### src/soc_config.svh
`ifndef SOC_CONFIG_SVH
`define SOC_CONFIG_SVH

// bus geometry, word addressed
`define SOC_BUS_AW 30
`define SOC_BUS_DW 32
`define SOC_SEL_W 4

// on-chip memory depth in words, as address bits
`define SOC_MEM_AW 10

// page field sits in the top word address bits
`define SOC_PAGE_LSB 21

// value returned by the version register
`define SOC_VERSION 32'h20191028

// display digits, one hex nibble each
`define SOC_SSEG_DIGITS 8

`endif

### src/periph_pkg.sv
`default_nettype none

package periph_pkg;

    `include "soc_config.svh"

    // top address bits select the slave region
    typedef enum logic [`SOC_BUS_AW-`SOC_PAGE_LSB-1:0] {
        PAGE_MEM  = 9'h000,
        PAGE_SYS  = 9'h001,
        PAGE_SSEG = 9'h002
    } page_e;

    // word offsets inside the system device
    typedef enum logic [3:0] {
        REG_VERSION = 4'h0,
        REG_SCRATCH = 4'h1,
        REG_BUSERR  = 4'h2,
        REG_POWER   = 4'h3,
        REG_IRQ     = 4'h4
    } sysreg_e;

    typedef logic [3:0] hex_digit_t;

    // bit 0 is segment a, bit 6 is segment g
    typedef logic [6:0] sseg_t;

endpackage

`default_nettype wire

### src/wb_pkg.sv
`default_nettype none

package wb_pkg;

    `include "soc_config.svh"

    // word address, data and byte lanes of the shared bus
    typedef logic [`SOC_BUS_AW-1:0] wb_addr_t;
    typedef logic [`SOC_BUS_DW-1:0] wb_data_t;
    typedef logic [`SOC_SEL_W-1:0]  wb_sel_t;

    // which master currently drives the merged bus
    typedef enum logic {
        OWNER_CORE  = 1'b0,
        OWNER_DEBUG = 1'b1
    } bus_owner_e;

endpackage

`default_nettype wire

### src/sys_regs.sv
`default_nettype none
`timescale 1ns/100ps

`include "soc_config.svh"

module sys_regs import wb_pkg::*, periph_pkg::*; (
    input  logic     i_clk,
    input  logic     i_arst_n,
    input  logic     i_stb,
    input  logic     i_we,
    input  wb_addr_t i_addr,
    input  wb_data_t i_data,
    input  logic     i_err_stb,
    output logic     o_ack,
    output wb_data_t o_data,
    output logic     o_interrupt
);

    sysreg_e  offset;
    wb_data_t scratch_q;
    wb_data_t power_q;
    wb_addr_t buserr_q;
    logic     irq_q;

    assign offset = sysreg_e'(i_addr[3:0]);

    always_ff @(posedge i_clk or negedge i_arst_n) begin
        if (!i_arst_n) begin
            o_ack     <= 1'b0;
            scratch_q <= '0;
            irq_q     <= 1'b0;
        end else begin
            o_ack <= i_stb;
            if (i_stb && i_we) begin
                case (offset)
                    REG_SCRATCH: scratch_q <= i_data;
                    REG_IRQ:     irq_q     <= i_data[0];
                    default:     ;
                endcase
            end
        end
    end

    // word address of the last access that hit no slave
    always_ff @(posedge i_clk or negedge i_arst_n) begin
        if (!i_arst_n) begin
            buserr_q <= '0;
        end else if (i_err_stb) begin
            buserr_q <= i_addr;
        end
    end

    // cycles since reset, top bit sticks once reached
    always_ff @(posedge i_clk or negedge i_arst_n) begin
        if (!i_arst_n) begin
            power_q <= '0;
        end else if (!power_q[31]) begin
            power_q <= power_q + 1'b1;
        end else begin
            power_q[30:0] <= power_q[30:0] + 1'b1;
        end
    end

    always_ff @(posedge i_clk) begin
        if (i_stb) begin
            case (offset)
                REG_VERSION: o_data <= `SOC_VERSION;
                REG_SCRATCH: o_data <= scratch_q;
                REG_BUSERR:  o_data <= {buserr_q, 2'b00};
                REG_POWER:   o_data <= power_q;
                REG_IRQ:     o_data <= {{(`SOC_BUS_DW-1){1'b0}}, irq_q};
                default:     o_data <= '0;
            endcase
        end
    end

    assign o_interrupt = irq_q;

endmodule

`default_nettype wire

### config.mk
export PLATFORM = sky130hd
export DESIGN_NAME = sys_regs
export DESIGN_NICKNAME = d
export VERILOG_FILES = /design/src/periph_pkg.sv /design/src/wb_pkg.sv /design/src/sys_regs.sv
export VERILOG_INCLUDE_DIRS = /design/src /design/src/src
export SDC_FILE = /design/constraint.sdc
export NUM_CORES = 1
export LEC_CHECK = 0
export ABC_AREA = 1
export BUFFER_PORTS_ARGS = -buffer_cell sky130_fd_sc_hd__buf_2
export CAP_MARGIN = 40
export CELL_PAD_IN_SITES_DETAIL_PLACEMENT = 2
export CELL_PAD_IN_SITES_GLOBAL_PLACEMENT = 2
export CORE_MARGIN = 2
export CORE_UTILIZATION = 31
export DETAILED_ROUTE_END_ITERATION = 6
export PLACE_DENSITY_LB_ADDON = 0.1
export SKIP_LAST_GASP = 1
export SYNTH_ARGS = -nofsm -noshare
export SYNTH_HDL_FRONTEND = slang
export SYNTH_SLANG_ARGS = --single-unit
### constraint.sdc
create_clock -name i_clk -period 1.4 [get_ports i_clk]
set_clock_uncertainty 0.1 [all_clocks]
set_input_delay 0.14 -clock i_clk [delete_from_list [all_inputs] [get_ports i_clk]]
set_output_delay 0.14 -clock i_clk [all_outputs]
set_load 0.02 [all_outputs]
==> flow_metrics.env, run 1 <==
export IMPL_rsz0062_at_grt="true"
export IMPL_rr_worst_depth=7
export IMPL_drc=0
export IMPL_clkSinkCount=128
export IMPL_rows=49
export IMPL_stdcell_area_um2=8470
export IMPL_numCtsBuffers=17
export IMPL_syn_area_um2=5730
export IMPL_gp_congestion=0.792
export IMPL_drtAntennaViolNets=0
export IMPL_clock_path_buffers=2
export IMPL_maxSlewHeadroom=0.690
export IMPL_wl_per_cell_um=19.3
export IMPL_drtIter0Drc=219
export IMPL_ys_warn_count=0
export IMPL_status="finished, violations left"
export IMPL_hold_viol_final=0
export IMPL_clkTransAtPathRegs_ns=0.06
export IMPL_clock_fmax_mhz=645
export IMPL_path_buf_inv=0
export IMPL_initial_core_util=0.318
export IMPL_path_cells="nand2_1, nor2_1, nand2_1, nor2_4, nand2_1, nand2_1, nand2_1"
export IMPL_required_ns=1.61
export IMPL_synth_area_leaders="dfrtp_1 42%, edfxtp_1 17%, nand2_1 15%"
export IMPL_synth_top_cell_by_area="dfrtp_1"
export IMPL_cp_top_family="simple AND/OR/NAND/NOR gates"
export IMPL_maxCapViolations=0
export IMPL_synth_cell_types=28
export IMPL_clock_latency_ns=0.42
export IMPL_period_needed_ns=1.55
export IMPL_hold_class="input pin to flip-flop"
export IMPL_reg2reg_from="power_q[13]"
export IMPL_dp_hpwl_um=13700
export IMPL_worst_pin_slew_ns=0.465
export IMPL_diodes=0
export IMPL_switching_share=0.234
export IMPL_p_comb_frac=0.092
export IMPL_vias=5316
export IMPL_slowest_stage="dfrtp_1"
export IMPL_p_int_mw=7.63
export IMPL_ys_seq_elements=128
export IMPL_post_drt_via_cell_ratio=4.83
export IMPL_cp_end_kind="flip-flop"
export IMPL_whs_endpoint="o_ack"
export IMPL_fin_tns_setup_ns=-0.759
export IMPL_syn_num_nets=696
export IMPL_fin_cells=1101
export IMPL_die_h_um=140
export IMPL_min_path_cells=2
export IMPL_setup_viol=15
export IMPL_syn_inst=628
export IMPL_p_leak_nw=4.08
export IMPL_ys_seq_area_frac=0.587
export IMPL_antenna_found_initial=0
export IMPL_htree_num_levels=4
export IMPL_cts_root_buffer="clkbuf_16"
export IMPL_drt_wl_total_um=21300
export IMPL_area_growth_pct=47.9
export IMPL_powerDensity_nw_per_um2=1180
export IMPL_r2r_slack_ns=-0.15
export IMPL_synth_top_cell_area_share=0.419
export IMPL_die_area_um2=19600
export IMPL_grt_pass1_wl_um=34200
export IMPL_grt_pass1_vias=6154
export IMPL_drive_gt1_frac=0.298
export IMPL_place_area_um2=6930
export IMPL_drv_slew=0
export IMPL_failed_checks="setup timing"
export IMPL_core_um2=18000
export IMPL_syn_avg_cell_area_um2=9.12
export IMPL_crit_top_cell="nand2_1"
export IMPL_critPathMaxStageDelay_ns=0.43
export IMPL_peakVddDrop_mv=0.868
export IMPL_grt_start_max_net_pins=74
export IMPL_cts_tree="done"
export IMPL_setup_ws_ns=-0.150
export IMPL_port_buffers=100
export IMPL_final_cell_mix="214 x nand2_1, 99 x buf_2, 89 x dfrtp_1"
export IMPL_p_sw_mw=2.33
export IMPL_post_place_cells=990
export IMPL_cp_arrival_ns=1.76
export IMPL_detail_route_first_pass_iterations=4
export IMPL_final_period_utilization=1.11
export IMPL_critical_path_class="flip-flop to flip-flop"
export IMPL_r2r_end="power_q[24]"
export IMPL_io_pins=101
export IMPL_final_common_cell="nand2_1"
export IMPL_globalRouteOverflowTotal=0
export IMPL_worstHoldStart="i_stb"
export IMPL_pwr_share_clk=0.476
export IMPL_crit_fanout=5
export IMPL_die_w_um=140
export IMPL_p_seq_frac=0.432
export IMPL_nNetsFinal=927
export IMPL_crit_path_start_kind="flip-flop"
export IMPL_grt_usage=0.227
## power by group through the flow
| stage | Clock [mW] | Combinational (mW) | Sequential, mW |
|---|---|---|---|
| floorplan | 0 | 0.315 | 4.38 |
| detailed placement | 0 | 0.779 | 4.35 |
| global route | 5.00 | 1.03 | 4.33 |
| finish | 4.74 | 0.914 | 4.30 |
| global placement | 0 | 0.738 | 4.34 |
| CTS | 4.80 | 0.923 | 4.30 |
## Yosys cell counts
library cell,count
o2111ai_1,7
nand2_4,2
clkbuf_1,14
nand2_1,229
nor2_2,3
nor2_1,34
buf_6,3
o21ai_1,2
inv_2,1
nand4_1,5
nor2_4,7
nand3b_1,3
edfxtp_1,32
nand3_1,42
o221ai_1,12
nand3_2,1
inv_1,65
dfrtp_1,96
nor3_1,1
a22o_1,1
o21ai_2,1
ha_1,1
buf_4,7
nand2_2,1
o211ai_1,12
o21ai_0,30
xnor2_1,2
xor2_1,14
## through the flow
step	hold WS (ns)	setup WS (ns)	power, mW	util
4_1_cts	0.0398	-0.0925	10.0	0.462
6_report	0.0581	-0.150	9.96	0.470
3_3_place_gp	0.0813	-0.0129	5.07	0.385
3_5_place_dp	0.0907	-0.141	5.13	0.385
5_1_grt	0.0497	-0.255	10.4	0.470
2_1_floorplan	-0.256	0.0555	4.69	-
## layer usage
layer / GRT usage / part of all wire / vias to the layer above
li1: - / - / 2487
met1: 0.279 / 0.42 / 2701
met2: 0.414 / 0.54 / 105
met3: 0.0335 / 0.030 / 23
met4: 0.0658 / 0.015 / 0
met5: 0 / 0 / -
## timing repair
action / in CTS / in global routing
endpoints found under the hold margin: 159 / 0
gates resized for setup: 21 / 33
endpoints found under the setup margin: 21 / 26
cloned: 0 / 0
pin swaps: 12 / 20
buffers inserted: 7 / 9
hold buffers: 63 / 0
## final cells by class
class | count | area (µm²)
clock inverter | 5 | 100
timing repair buffer | 236 | 1810
fill | 1949 | 9550
multi-input combinational | 410 | 2130
inverter | 66 | 248
clock buffer | 27 | 524
tap | 229 | 287
sequential | 128 | 3370
## kinds of logic after synthesis
| logic type | count (synthesis) | synth area share |
|---|---|---|
| AO/OA/AOI/OAI | 65 | 0.0758 |
| XOR/XNOR | 16 | 0.0245 |
| buffers and inverters | 90 | 0.0675 |
| flip-flops | 128 | 0.587 |
| adder cells (fa/ha/maj) | 1 | 0.00218 |
| AND/OR/NAND/NOR | 328 | 0.243 |
## flip-flops by register name, summed over array words and instances (netlist names)
signal / flops
o_interrupt: 1
buserr_q: 30
power_q: 32
o_ack: 1
scratch_q: 32
o_data: 32
## worst max path at each step
stage / start / endpoint / slack (ns) / cells past startpoint
3_5_place_dp: power_q[1] / power_q[20] / -0.14 / 8
5_1_grt: power_q[13] / power_q[24] / -0.25 / 7
3_3_place_gp: power_q[14] / power_q[27] / -0.01 / 8
4_1_cts: power_q[1] / power_q[20] / -0.09 / 8
6_report: power_q[13] / power_q[24] / -0.15 / 7
2_1_floorplan: power_q[1] / power_q[30] / 0.06 / 8
Power figures use the tool's default switching activity.
==> run 2, diff against run 1 <==
--- a/config.mk
+++ b/config.mk
@@ -11,9 +11,11 @@
 export CAP_MARGIN = 40
 export CELL_PAD_IN_SITES_DETAIL_PLACEMENT = 2
 export CELL_PAD_IN_SITES_GLOBAL_PLACEMENT = 2
+export CORE_ASPECT_RATIO = 0.6
 export CORE_MARGIN = 2
 export CORE_UTILIZATION = 31
 export DETAILED_ROUTE_END_ITERATION = 6
+export HOLD_SLACK_MARGIN = 0.15
 export PLACE_DENSITY_LB_ADDON = 0.1
 export SKIP_LAST_GASP = 1
 export SYNTH_ARGS = -nofsm -noshare
==> flow_metrics.env, run 2 (synthesis gave the netlist of run 1 again) <==
export IMPL_die_h_um=109
export IMPL_cts_tree="done"
export IMPL_p_int_mw=7.00
export IMPL_rows=38
export IMPL_switching_share=0.259
export IMPL_final_cell_mix="218 x nand2_1, 99 x buf_2, 92 x dfrtp_1"
export IMPL_status="finished, violations left"
export IMPL_drtIter0Drc=268
export IMPL_rsz0062_at_grt="true"
export IMPL_pwr_share_clk=0.439
export IMPL_p_leak_nw=4.14
export IMPL_cp_arrival_ns=1.73
export IMPL_setup_ws_ns=-0.117
export IMPL_vias=5480
export IMPL_failed_checks="setup timing"
export IMPL_clock_fmax_mhz=659
export IMPL_fin_tns_setup_ns=-0.817
export IMPL_clkTransAtPathRegs_ns=0.07
export IMPL_nNetsFinal=956
export IMPL_p_seq_frac=0.454
export IMPL_dp_hpwl_um=14500
export IMPL_htree_num_levels=4
export IMPL_critical_path_class="flip-flop to flip-flop"
export IMPL_clock_path_buffers=2
export IMPL_p_sw_mw=2.45
export IMPL_area_growth_pct=51.3
export IMPL_drive_gt1_frac=0.284
export IMPL_peakVddDrop_mv=0.946
export IMPL_wl_per_cell_um=20.2
export IMPL_detail_route_first_pass_iterations=4
export IMPL_drv_slew=0
export IMPL_hold_class="input pin to flip-flop"
export IMPL_power_total_mw=9.45
export IMPL_clkSinkCount=128
export IMPL_place_area_um2=7000
export IMPL_final_period_utilization=1.08
export IMPL_crit_path_start_kind="flip-flop"
export IMPL_required_ns=1.61
export IMPL_numCtsBuffers=17
export IMPL_grt_pass1_vias=6354
export IMPL_p_comb_frac=0.107
export IMPL_post_drt_via_cell_ratio=4.80
export IMPL_cts_root_buffer="clkbuf_16"
export IMPL_cp_end_kind="flip-flop"
export IMPL_diodes=0
export IMPL_worst_pin_slew_ns=0.532
export IMPL_maxCapViolations=0
export IMPL_utilization=0.480
export IMPL_core_um2=18100
export IMPL_gp_congestion=0.774
export IMPL_drtAntennaViolNets=0
export IMPL_setup_viol=17
export IMPL_initial_core_util=0.317
export IMPL_antenna_found_initial=0
export IMPL_num_fill_cells=1928
export IMPL_die_w_um=180
export IMPL_grt_usage=0.246
export IMPL_io_pins=101
export IMPL_globalRouteOverflowTotal=0
export IMPL_stdcell_area_um2=8670
export IMPL_drt_wl_total_um=23100
export IMPL_grt_start_max_net_pins=54
export IMPL_powerDensity_nw_per_um2=1090
export IMPL_final_common_cell="nand2_1"
export IMPL_die_area_um2=19600
export IMPL_period_needed_ns=1.52
export IMPL_maxSlewHeadroom=0.646
export IMPL_crit_fanout=5
export IMPL_hold_viol_final=0
export IMPL_grt_pass1_wl_um=36200
export IMPL_drc=0
export IMPL_clock_latency_ns=0.43
export IMPL_largest_registers="o_data x32, power_q x32, scratch_q x32"
export IMPL_port_buffers=100
-- run 2: cell types whose count changed in the layout (fill, tap and decap cells not counted), sizes merged --
cell / before / now
buf: 173 / 176
clkinvlp: 0 / 3
clkbuf: 27 / 20
clkinv: 2 / 8
dlygate4sd3: 63 / 88
bufinv: 3 / 1
dlymetal6s4s: 0 / 1
-- run 2: per-layer routing --
| metal | track usage | share of wire | up-vias |
|---|---|---|---|
| met1 | 0.337 | 0.47 | 2783 |
| met4 | 0.0552 | 0.011 | 0 |
| met2 | 0.411 | 0.47 | 125 |
| met5 | 0 | 0 | - |
| li1 | - | - | 2552 |
| met3 | 0.0434 | 0.048 | 20 |
-- run 2: final cells by class --
type                            instances  area, µm²  area share
Tap cell                              240        300      0.0346
Sequential cell                       128       3370       0.389
Clock buffer                           20        437      0.0504
Inverter                               66        248      0.0286
Timing Repair Buffer                  265       2110       0.243
Clock inverter                         12       95.1      0.0110
Multi-Input combinational cell        410       2110       0.244
-- run 2: metrics by stage --
stage | hold slack, ns | setup slack, ns | cells
after global routing | 0.161 | -0.199 | 1141
final | 0.115 | -0.117 | 1141
after floorplan | -0.256 | 0.0555 | 628
after global placement | -0.0986 | -0.0486 | 1008
after detailed placement | -0.0957 | -0.189 | 1008
after CTS | 0.141 | -0.0839 | 1139
-- run 2: final timing paths --
kind                                 end  slack, ns     startpoint  cells after the start
max                          power_q[22]      -0.12     power_q[1]                      8
min                          buserr_q[3]       0.12      i_err_stb                      4
max reg2reg                  power_q[22]      -0.12     power_q[1]                      8
min reg2reg                scratch_q[28]       0.38  scratch_q[28]                      2
max in group asynchronous    o_interrupt       0.17       i_arst_n                      3
min in group asynchronous  scratch_q[10]       0.16       i_arst_n                      3
-- run 2: repair_timing --
action	CTS	global route
buffers inserted	9	5
gates cloned	0	0
hold buffers	90	0
endpoints found under the setup margin	21	49
endpoints found under the hold margin	169	0
resized for setup	22	28
pin swaps	3	11
-- run 2: power groups by stage --
stage               clock network (mW)  logic (mW)  registers, mW
floorplan                            0       0.315           4.38
global placement                     0       0.744           4.33
detailed placement                   0       0.784           4.35
CTS                               4.17       0.999           4.28
global route                      4.38        1.13           4.32
finish                            4.15        1.01           4.29
-- run 2: worst max-delay path: stages (launching register included) --
cell and delay [ns]:
dfrtp_2 0.40, ha_4 0.17, nand3_4 0.11, nor2_4 0.15, inv_2 0.06, nor2_4 0.18
nand2_1 0.08, nand2_1 0.08, nand2_1 0.07
==> run 3, diff against run 2 <==
--- a/config.mk
+++ b/config.mk
@@ -17,6 +17,7 @@
 export DETAILED_ROUTE_END_ITERATION = 6
 export HOLD_SLACK_MARGIN = 0.15
 export PLACE_DENSITY_LB_ADDON = 0.1
+export SETUP_SLACK_MARGIN = 0.02
 export SKIP_LAST_GASP = 1
 export SYNTH_ARGS = -nofsm -noshare
 export SYNTH_HDL_FRONTEND = slang
==> flow_metrics.env, run 3 (synthesis gave the netlist of run 1 again) <==
export IMPL_status="finished, violations left"
export IMPL_failed_checks="setup timing"
export IMPL_clkSinkCount=128
export IMPL_utilization=0.479
export IMPL_reg2reg_from="power_q[1]"
export IMPL_rows=38
export IMPL_r2r_slack_ns=-0.11
export IMPL_clock_latency_ns=0.43
export IMPL_antenna_found_initial=0
export IMPL_die_w_um=180
export IMPL_cp_top_family="simple AND/OR/NAND/NOR gates"
export IMPL_port_buffers=100
export IMPL_post_place_cells=1008
export IMPL_final_period_utilization=1.08
export IMPL_die_h_um=109
export IMPL_fin_tns_setup_ns=-0.586
export IMPL_startpoint="power_q[1]"
export IMPL_detail_route_first_pass_iterations=4
export IMPL_grt_usage=0.246
export IMPL_place_area_um2=7000
export IMPL_cts_tree="done"
export IMPL_num_fill_cells=1917
export IMPL_p_leak_nw=4.14
export IMPL_nNetsFinal=954
export IMPL_register_area_um2=3370
export IMPL_pre_cts_ws_ns=-0.189
export IMPL_crit_top_cell="nand2_1"
export IMPL_powerDensity_nw_per_um2=1090
export IMPL_critPathMaxStageDelay_ns=0.40
export IMPL_multi_input_area_um2=2120
export IMPL_path_buf_inv=1
export IMPL_cp_arrival_ns=1.71
export IMPL_cts_root_buffer="clkbuf_16"
export IMPL_stdcell_area_um2=8650
export IMPL_gp_congestion=0.774
export IMPL_clkTransAtPathRegs_ns=0.07
export IMPL_post_drt_via_cell_ratio=4.83
export IMPL_clock_fmax_mhz=664
export IMPL_numCtsBuffers=17
export IMPL_vias=5502
export IMPL_rsz0062_at_grt="true"
export IMPL_hold_class="input pin to flip-flop"
export IMPL_final_common_cell="nand2_1"
export IMPL_fin_cells=1139
export IMPL_drt_wl_total_um=22900
export IMPL_power_total_mw=9.42
export IMPL_setup_ws_ns=-0.107
export IMPL_initial_core_util=0.317
export IMPL_core_um2=18100
export IMPL_required_ns=1.61
export IMPL_grt_pass1_wl_um=36200
export IMPL_path_cells="ha_4, nand3_4, nor2_4, inv_2, nor2_4, nand2_1, nand2_1, nand2_1"
export IMPL_io_pins=101
export IMPL_wl_per_cell_um=20.1
export IMPL_worstHoldStart="i_addr[1]"
export IMPL_maxSlewHeadroom=0.641
export IMPL_htree_num_levels=4
export IMPL_period_needed_ns=1.51
export IMPL_worst_pin_slew_ns=0.538
export IMPL_die_area_um2=19600
export IMPL_drive_gt1_frac=0.286
export IMPL_setup_viol=14
export IMPL_drv_slew=0
export IMPL_grt_pass1_vias=6356
export IMPL_largest_registers="o_data x32, power_q x32, scratch_q x32"
export IMPL_crit_path_start_kind="flip-flop"
export IMPL_critical_path_class="flip-flop to flip-flop"
export IMPL_timing_hold_ws_ns=0.0990
export IMPL_grt_start_max_net_pins=54
export IMPL_clock_path_buffers=2
export IMPL_drc=0
export IMPL_area_growth_pct=51.1
export IMPL_dp_hpwl_um=14500
export IMPL_slowest_stage="dfrtp_2"
export IMPL_maxCapViolations=0
export IMPL_cp_end_kind="flip-flop"
export IMPL_final_cell_mix="218 x nand2_1, 99 x buf_2, 92 x dfrtp_1"
export IMPL_crit_fanout=5
export IMPL_hold_viol_final=0
export IMPL_globalRouteOverflowTotal=0
export IMPL_peakVddDrop_mv=0.935
export IMPL_drtAntennaViolNets=0
export IMPL_drtIter0Drc=281
export IMPL_diodes=0
==> run 3: cell count changes in the layout (fill, tap and decap cells not counted) <==
cell,change
dlygate4sd3_1,-2
o21ai_1,+2
nor2_1,-1
nor2_4,+1
o21ai_0,-2
==> run 3: area by class of cell <==
cell class / count / share of cell area
Clock buffer: 20 / 0.0505
Clock inverter: 12 / 0.0110
Inverter: 66 / 0.0286
Multi-Input combinational cell: 410 / 0.245
Sequential cell: 128 / 0.389
Tap cell: 240 / 0.0347
Timing Repair Buffer: 263 / 0.241
==> run 3: what timing repair did <==
action                     in CTS  in global routing
pin swaps                       5                 13
resized for setup              23                 31
setup endpoints to repair      22                 54
setup buffers                   9                  5
hold endpoints to repair      169                  0
hold buffers                   90                  0
==> run 3: metal layers <==
layer | vias up | wire [µm] | global-route usage
met5 | - | 0 | 0
met4 | 0 | 217 | 0.0523
met3 | 18 | 769 | 0.0434
met2 | 102 | 10800 | 0.412
met1 | 2833 | 11200 | 0.337
li1 | 2549 | - | -
==> run 3: worst paths after layout <==
kind                            endpoint  depth (start not counted)
setup / recovery             power_q[22]                          8
hold / removal               o_interrupt                          4
setup reg to reg             power_q[22]                          8
hold reg to reg            scratch_q[21]                          2
max in group asynchronous    o_interrupt                          3
min in group asynchronous  scratch_q[10]                          3
==> run 3: worst min-delay path: cells and delay by family <==
family | cells | cell delay (ns)
AND/OR/NAND/NOR | 2 | 0.19
buffers and inverters | 1 | 0.12
AO/OA/AOI/OAI | 1 | 0.10
==> run 3: power by group <==
group | leakage, nW | internal [mW] | switching (mW) | total, mW
clock network | 0.257 | 2.41 | 1.72 | 4.13
logic | 2.32 | 0.440 | 0.563 | 1.00
registers | 1.56 | 4.14 | 0.149 | 4.29
